**src/logic/dsp_pkg.sv**
```systemverilog
package dsp_pkg;

	localparam int CHANNELS   = 4;
	localparam int CODE_W     = 8;
	localparam int EST_W      = 10;
	localparam int WEIGHT_W   = 6;
	localparam int FFE_TAPS   = 3;
	localparam int SHIFT_W    = 3;
	localparam int HIST_DEPTH = 3;

	// Accumulator holds three full products without overflow.
	localparam int ACC_W = CODE_W + WEIGHT_W + 2;

	// Checker error covers code minus a prediction of up to twice a tap.
	localparam int ERR_W = CODE_W + 3;

	// Saturation limit, symmetric around zero.
	localparam int EST_MAX = 2 ** (EST_W - 1) - 1;

	// Edges from frame entry to each output.
	localparam int EST_LATENCY   = 2;
	localparam int CHECK_LATENCY = 4;

	typedef logic signed [CODE_W-1:0]   code_t;
	typedef logic signed [EST_W-1:0]    est_t;
	typedef logic signed [WEIGHT_W-1:0] weight_t;
	typedef logic        [SHIFT_W-1:0]  shift_t;
	typedef logic signed [CODE_W-1:0]   chan_est_t;
	typedef logic signed [ACC_W-1:0]    acc_t;
	typedef logic signed [ERR_W-1:0]    err_t;

	typedef code_t   [CHANNELS-1:0]   code_frame_t;
	typedef est_t    [CHANNELS-1:0]   est_frame_t;
	typedef logic    [CHANNELS-1:0]   bit_frame_t;
	typedef code_frame_t [HIST_DEPTH-1:0] code_hist_t;
	typedef weight_t [FFE_TAPS-1:0]   weight_vec_t;

	typedef struct packed {
		weight_vec_t ffe_weights; // Tap j weights the symbol j positions back.
		shift_t      ffe_shift;
		est_t        slice_thresh;
		chan_est_t   h0;          // Cursor.
		chan_est_t   h1;          // First post-cursor.
	} dsp_cfg_t;

endpackage : dsp_pkg

```
**src/logic/code_history.sv**
```systemverilog
`timescale 1ns/1ns

module code_history import dsp_pkg::*; (
	input  logic        clk_i,
	input  logic        rst_n_i,
	input  code_frame_t frame_i,
	output code_hist_t  history_o
);

	// Entry 0 holds the newest frame, older frames move up by one each clock.
	always_ff @(posedge clk_i or negedge rst_n_i) begin
		if (!rst_n_i) begin
			history_o <= '0;
		end else begin
			history_o <= {history_o[HIST_DEPTH-2:0], frame_i};
		end
	end

endmodule : code_history

```
**src/logic/ffe_filter.sv**
```systemverilog
`timescale 1ns/1ns

module ffe_filter import dsp_pkg::*; (
	input  logic        clk_i,
	input  logic        rst_n_i,
	input  code_frame_t cur_frame_i,
	input  code_frame_t prev_frame_i,
	input  weight_vec_t weights_i,
	input  shift_t      shift_i,
	output est_frame_t  est_o
);

	code_t [2*CHANNELS-1:0] window; // Previous frame low, current frame high.
	est_frame_t             est_d;

	assign window = {cur_frame_i, prev_frame_i};

	always_comb begin
		acc_t sum;
		acc_t prod;
		acc_t shifted;
		for (int i = 0; i < CHANNELS; i++) begin
			sum = '0;
			for (int j = 0; j < FFE_TAPS; j++) begin
				// Symbol j positions earlier than channel i of the current frame.
				prod = acc_t'(window[CHANNELS+i-j]) * acc_t'(weights_i[j]);
				sum  = sum + prod;
			end
			shifted = sum >>> shift_i;
			if (shifted > acc_t'(EST_MAX)) begin
				est_d[i] = est_t'(EST_MAX);
			end else if (shifted < -acc_t'(EST_MAX)) begin
				est_d[i] = -est_t'(EST_MAX); // Symmetric clamp.
			end else begin
				est_d[i] = est_t'(shifted);
			end
		end
	end

	always_ff @(posedge clk_i or negedge rst_n_i) begin
		if (!rst_n_i) begin
			est_o <= '0;
		end else begin
			est_o <= est_d;
		end
	end

endmodule : ffe_filter

```
**src/logic/bit_slicer.sv**
```systemverilog
`timescale 1ns/1ns

module bit_slicer import dsp_pkg::*; (
	input  logic       clk_i,
	input  logic       rst_n_i,
	input  est_frame_t est_i,
	input  est_t       thresh_i,
	output bit_frame_t bits_o,
	output logic       prev_bit_o
);

	bit_frame_t bits_d;

	always_comb begin
		for (int i = 0; i < CHANNELS; i++) begin
			bits_d[i] = (est_i[i] > thresh_i); // Strictly above the threshold.
		end
	end

	always_ff @(posedge clk_i or negedge rst_n_i) begin
		if (!rst_n_i) begin
			bits_o     <= '0;
			prev_bit_o <= 1'b0;
		end else begin
			bits_o     <= bits_d;
			prev_bit_o <= bits_o[CHANNELS-1]; // Last symbol of the prior frame.
		end
	end

endmodule : bit_slicer

```
**src/logic/mlsd_checker.sv**
```systemverilog
`timescale 1ns/1ns

module mlsd_checker import dsp_pkg::*; (
	input  logic       clk_i,
	input  logic       rst_n_i,
	input  code_frame_t codes_i,
	input  bit_frame_t bits_i,
	input  logic       prev_bit_i,
	input  chan_est_t  h0_i,
	input  chan_est_t  h1_i,
	output bit_frame_t checked_o
);

	logic [CHANNELS:0] seq;     // Sliced symbols with the one before channel 0.
	bit_frame_t        checked_d;

	// Absolute error between a received code and the two-tap prediction.
	function automatic err_t abs_err(
		input code_t     code,
		input chan_est_t h0,
		input chan_est_t h1,
		input logic      b,
		input logic      b_prev
	);
		err_t pred;
		err_t diff;
		pred = (b ? err_t'(h0) : -err_t'(h0)) + (b_prev ? err_t'(h1) : -err_t'(h1));
		diff = err_t'(code) - pred;
		return (diff < 0) ? -diff : diff;
	endfunction

	assign seq = {bits_i, prev_bit_i};

	always_comb begin
		err_t err_keep;
		err_t err_flip;
		for (int i = 0; i < CHANNELS; i++) begin
			err_keep = abs_err(codes_i[i], h0_i, h1_i, seq[i+1], seq[i]);
			err_flip = abs_err(codes_i[i], h0_i, h1_i, ~seq[i+1], seq[i]);
			// A tie keeps the sliced bit.
			checked_d[i] = (err_flip < err_keep) ? ~seq[i+1] : seq[i+1];
		end
	end

	always_ff @(posedge clk_i or negedge rst_n_i) begin
		if (!rst_n_i) begin
			checked_o <= '0;
		end else begin
			checked_o <= checked_d;
		end
	end

endmodule : mlsd_checker

```
**src/logic/dsp_backend.sv**
```systemverilog
`timescale 1ns/1ns

module dsp_backend import dsp_pkg::*; (
	input  logic        clk_i,
	input  logic        rst_n_i,
	input  code_frame_t codes_i,
	input  dsp_cfg_t    cfg_i,
	output est_frame_t  estimated_bits_o,
	output bit_frame_t  checked_bits_o
);

	code_hist_t history;
	bit_frame_t sliced_bits;
	logic       sliced_prev_bit;

	code_history code_history_i (
		.clk_i     (clk_i),
		.rst_n_i   (rst_n_i),
		.frame_i   (codes_i),
		.history_o (history)
	);

	// Equalizer spans the newest frame and the one before it.
	ffe_filter ffe_filter_i (
		.clk_i        (clk_i),
		.rst_n_i      (rst_n_i),
		.cur_frame_i  (history[0]),
		.prev_frame_i (history[1]),
		.weights_i    (cfg_i.ffe_weights),
		.shift_i      (cfg_i.ffe_shift),
		.est_o        (estimated_bits_o)
	);

	bit_slicer bit_slicer_i (
		.clk_i      (clk_i),
		.rst_n_i    (rst_n_i),
		.est_i      (estimated_bits_o),
		.thresh_i   (cfg_i.slice_thresh),
		.bits_o     (sliced_bits),
		.prev_bit_o (sliced_prev_bit)
	);

	// Entry 2 is the frame whose sliced bits arrive in the same cycle.
	mlsd_checker mlsd_checker_i (
		.clk_i      (clk_i),
		.rst_n_i    (rst_n_i),
		.codes_i    (history[2]),
		.bits_i     (sliced_bits),
		.prev_bit_i (sliced_prev_bit),
		.h0_i       (cfg_i.h0),
		.h1_i       (cfg_i.h1),
		.checked_o  (checked_bits_o)
	);

endmodule : dsp_backend

```
**config.mk**
```make
export PLATFORM = sky130hd
export DESIGN_NAME = dsp_backend
export DESIGN_NICKNAME = d
export VERILOG_FILES = /design/src/logic/dsp_pkg.sv /design/src/logic/code_history.sv /design/src/logic/ffe_filter.sv /design/src/logic/bit_slicer.sv /design/src/logic/mlsd_checker.sv /design/src/logic/dsp_backend.sv
export SDC_FILE = /design/constraint.sdc
export NUM_CORES = 2
export LEC_CHECK = 0
export BUFFER_PORTS_ARGS = -buffer_cell sky130_fd_sc_hd__buf_2
export CAP_MARGIN = 0
export CORE_MARGIN = 1.5
export CORE_UTILIZATION = 60
export DETAILED_ROUTE_END_ITERATION = 6
export PLACE_DENSITY_LB_ADDON = 0.1
export SYNTH_ARGS = -nofsm -noshare
export SYNTH_HDL_FRONTEND = slang
export SYNTH_HIERARCHICAL = 1
export SYNTH_SLANG_ARGS = --single-unit
```
**constraint.sdc**
```tcl
create_clock -name clk_i -period 9.23 [get_ports clk_i]
set_input_delay 0.4615 -clock clk_i [delete_from_list [all_inputs] [get_ports clk_i]]
set_output_delay 0.4615 -clock clk_i [all_outputs]
set_load 0.01 [all_outputs]
```
==> impl_metrics.py <==
metrics = {
    "timing": {
        "relSlewSlack_pct": 23.6,
        "rsz0062_at_grt": "no",
        "slew_viol_final": 0,
        "tightest_slew_ns": 1.15,
        "finalClockSkew_ns": 0.0166,
        "finalSetupViolCount": 0,
        "setup_tns_ns": 0,
        "hold_viol_final": 0,
        "fin_crit_sh_pct": 88.5,
        "min_period_ns": 8.17,
        "max_freq_ghz": 0.122,
    },
    "worst_setup_path": {
        "critPathLaunchType": "flop",
        "path_class": "reg2reg",
        "required_ns": 9.62,
        "cp_max_fo": 12,
        "cp-end-kind": "flop",
        "critPathArrivalTime_ns": 8.56,
    },
    "layout": {
        "drive_above_1_share_pct": 5.86,
        "fill_cells": 5894,
        "final_cell_mix": "inv_1, fa_1, ha_1",
        "final_cell_area_sq_um": 42800,
        "nets": 5749,
        "mostFrequentLayoutCell": "inv_1",
        "areaGrowthSynthToFinish_pct": 4.38,
    },
    "synth": {
        "synth_cell_types": 107,
        "netlist_instances": 4555,
        "synth_area_leaders": "fa_1, ha_1, dfrtp_1",
        "synth-edff-count": 0,
        "synthesis.nets": 5759,
        "ys_ff_latch": 145,
        "synth.avg_cell_area_sq_um": 9.00,
        "async_reset_ff_share_pct": 100,
        "ys_warn_count": 6,
        "synth.top_cell.area_share_pct": 33.9,
        "synth_ff_type": "dfrtp_1",
        "ys_seq_area_share_pct": 8.86,
        "syn_area_sq_um": 41000,
        "synth_largest_area_cell": "fa_1",
    },
    "detailed_routing": {
        "wl_mm": 111,
        "viasPerCell": 5.78,
        "drtIter0Drc": 2150,
        "ant_nets": 0,
        "wl_per_cell_um": 20.4,
        "drc_errors": 0,
        "firstDrtPassIters": 5,
        "num_vias": 31400,
    },
    "floorplan": {
        "die_y_um": 264,
        "ios": 125,
        "num_rows": 95,
        "start_util_pct": 60.8,
        "die_width_um": 264,
        "core_sq_um": 67400,
        "die_area_sq_um": 69900,
    },
    "global_route": {
        "track_usage_pct": 33.0,
        "gr-total-overflow": 0,
        "antenna_found_initial": 2,
        "first_global_vias": 32900,
        "grt_max_degree": 70,
        "grt_pass1_wl_mm": 177,
    },
    "placed_design": {
        "gp_congestion": 0.931,
        "dpl-instance-area_sq_um": 42200,
        "dp_hpwl_mm": 90.4,
        "port_buffers": 124,
    },
    "clocking": {
        "cts_max_level": 4,
        "clk_pin_slew_worst_paths_ns": 0.08,
        "cts_buffer_depth": 2,
        "numCtsBuffers": 17,
        "cts.repair.resized": 0,
        "cts_tree": "yes",
        "clk_root_buffer_cell": "clkbuf_16",
        "insertion_delay_ns": 0.50,
        "ctsHoldBuffers": 1,
        "post_cts_buffers": 0,
        "cts.sinks": 145,
    },
    "hold_path": {
        "min_path_type": "in2reg",
    },
    "job": {
        "max-cap-violations": 0,
    },
    "status": {
        "outcome": "complete, no violations",
    },
}
[sequential cells by signal, indices dropped and copies added, names as in the netlist]
| name | flops |
|---|---|
| mlsd_checker_i/checked_o | 4 |
| bit_slicer_i/bits_o | 4 |
| code_history_i/history_o | 96 |
| bit_slicer_i/prev_bit_o | 1 |
| ffe_filter_i/est_o | 40 |
[synthesized netlist by cell type, types with 7 or more instances]
cell,n
nand3_1,35
or3_1,22
o31ai_1,15
ha_1,430
o21ai_0,144
a211oi_1,30
nand4_1,16
inv_1,900
or2_2,14
or4_1,13
clkbuf_1,144
o21a_1,37
o21bai_1,15
nor2_1,220
mux2i_1,30
nand2_1,331
and2_1,305
o22ai_1,8
mux2_2,17
a2111oi_0,8
nor4_1,12
buf_2,23
a21oi_1,134
o221ai_1,13
dfrtp_1,145
nor3_1,51
a211o_1,18
a21o_1,47
fa_1,693
buf_1,13
xor2_1,123
o31a_1,10
nor2b_1,25
o2111ai_1,13
a221oi_1,9
nand2b_1,82
nor3b_1,13
mux4_2,7
a32oi_1,11
and3_1,15
a31oi_1,27
o211ai_1,27
xnor2_1,167
[metal layers]
| metal | wire length, um | track usage, % |
|---|---|---|
| met1 | 44500 | 41.3 |
| met4 | 5370 | 15.2 |
| met3 | 5410 | 3.27 |
| met5 | 0 | 0 |
| met2 | 55700 | 57.7 |
[final cells by class]
class / count / area (sq um) / area share (%)
multi-input combinational: 3319 / 33200 / 77.6
sequential: 145 / 3630 / 8.48
inverter: 902 / 3390 / 7.92
tap: 873 / 1090 / 2.55
timing repair buffer: 160 / 902 / 2.11
clock buffer: 20 / 447 / 1.04
clock inverter: 12 / 123 / 0.287
antenna: 3 / 7.51 / 0.0176
[worst paths after layout]
check                                        startpoint                           end  slack (ns)  cells after the start
setup / recovery           code_history_i/history_o[15]        ffe_filter_i/est_o[32]        1.06                     21
hold / removal                              codes_i[28]  code_history_i/history_o[28]        0.06                      1
setup reg to reg           code_history_i/history_o[15]        ffe_filter_i/est_o[32]        1.06                     21
hold reg to reg            code_history_i/history_o[47]  code_history_i/history_o[79]        0.35                      0
max in group asynchronous                       rst_n_i  code_history_i/history_o[52]        7.61                      3
min in group asynchronous                       rst_n_i   mlsd_checker_i/checked_o[3]        0.42                      2
[cell families (layout without fill, tap and decap cells)]
family                   count (synthesis)  count (layout)  share of synthesized area, %
buffers and inverters                 1091            1094                          10.2
XOR/XNOR                               291             291                          6.25
adder cells (fa/ha/maj)               1123            1123                          47.0
multiplexers                            55              55                          1.62
AO/OA/AOI/OAI                          665             665                          11.4
flip-flops                             145             145                          8.86
other                                    0               3                             0
AND/OR/NAND/NOR                       1185            1185                          14.8
[worst max-delay path, cell delays in order (launching register included)]
cell and delay [ns]:
dfrtp_1 0.72, nand2_1 0.26, fa_1 0.80, inv_1 0.11
fa_1 0.64, fa_1 0.51, fa_1 0.56, inv_1 0.05
fa_1 0.53, inv_1 0.06, fa_1 0.48, ha_1 0.32
ha_1 0.35, a21oi_1 0.22, and2_1 0.16, a22o_1 0.12
a31oi_1 0.05, xnor2_1 0.79, o211ai_1 0.27, a211oi_1 0.61
nor2_1 0.20, a22oi_1 0.25
[per-stage QoR]
step	std cells	util, %	hold slack, ns	worst slack (ns)
floorplan	4555	-	0.166	1.90
global placement	5398	62.6	0.332	0.982
detailed placement	5398	62.6	0.336	0.797
CTS	5431	63.4	0.0257	1.07
global route	5431	63.4	0.0400	0.578
finish	5434	63.5	0.0603	1.06
Power is left out: the tool's default activity adds up to more than one toggle a clock period on the data nets, which glitch-free logic cannot reach.
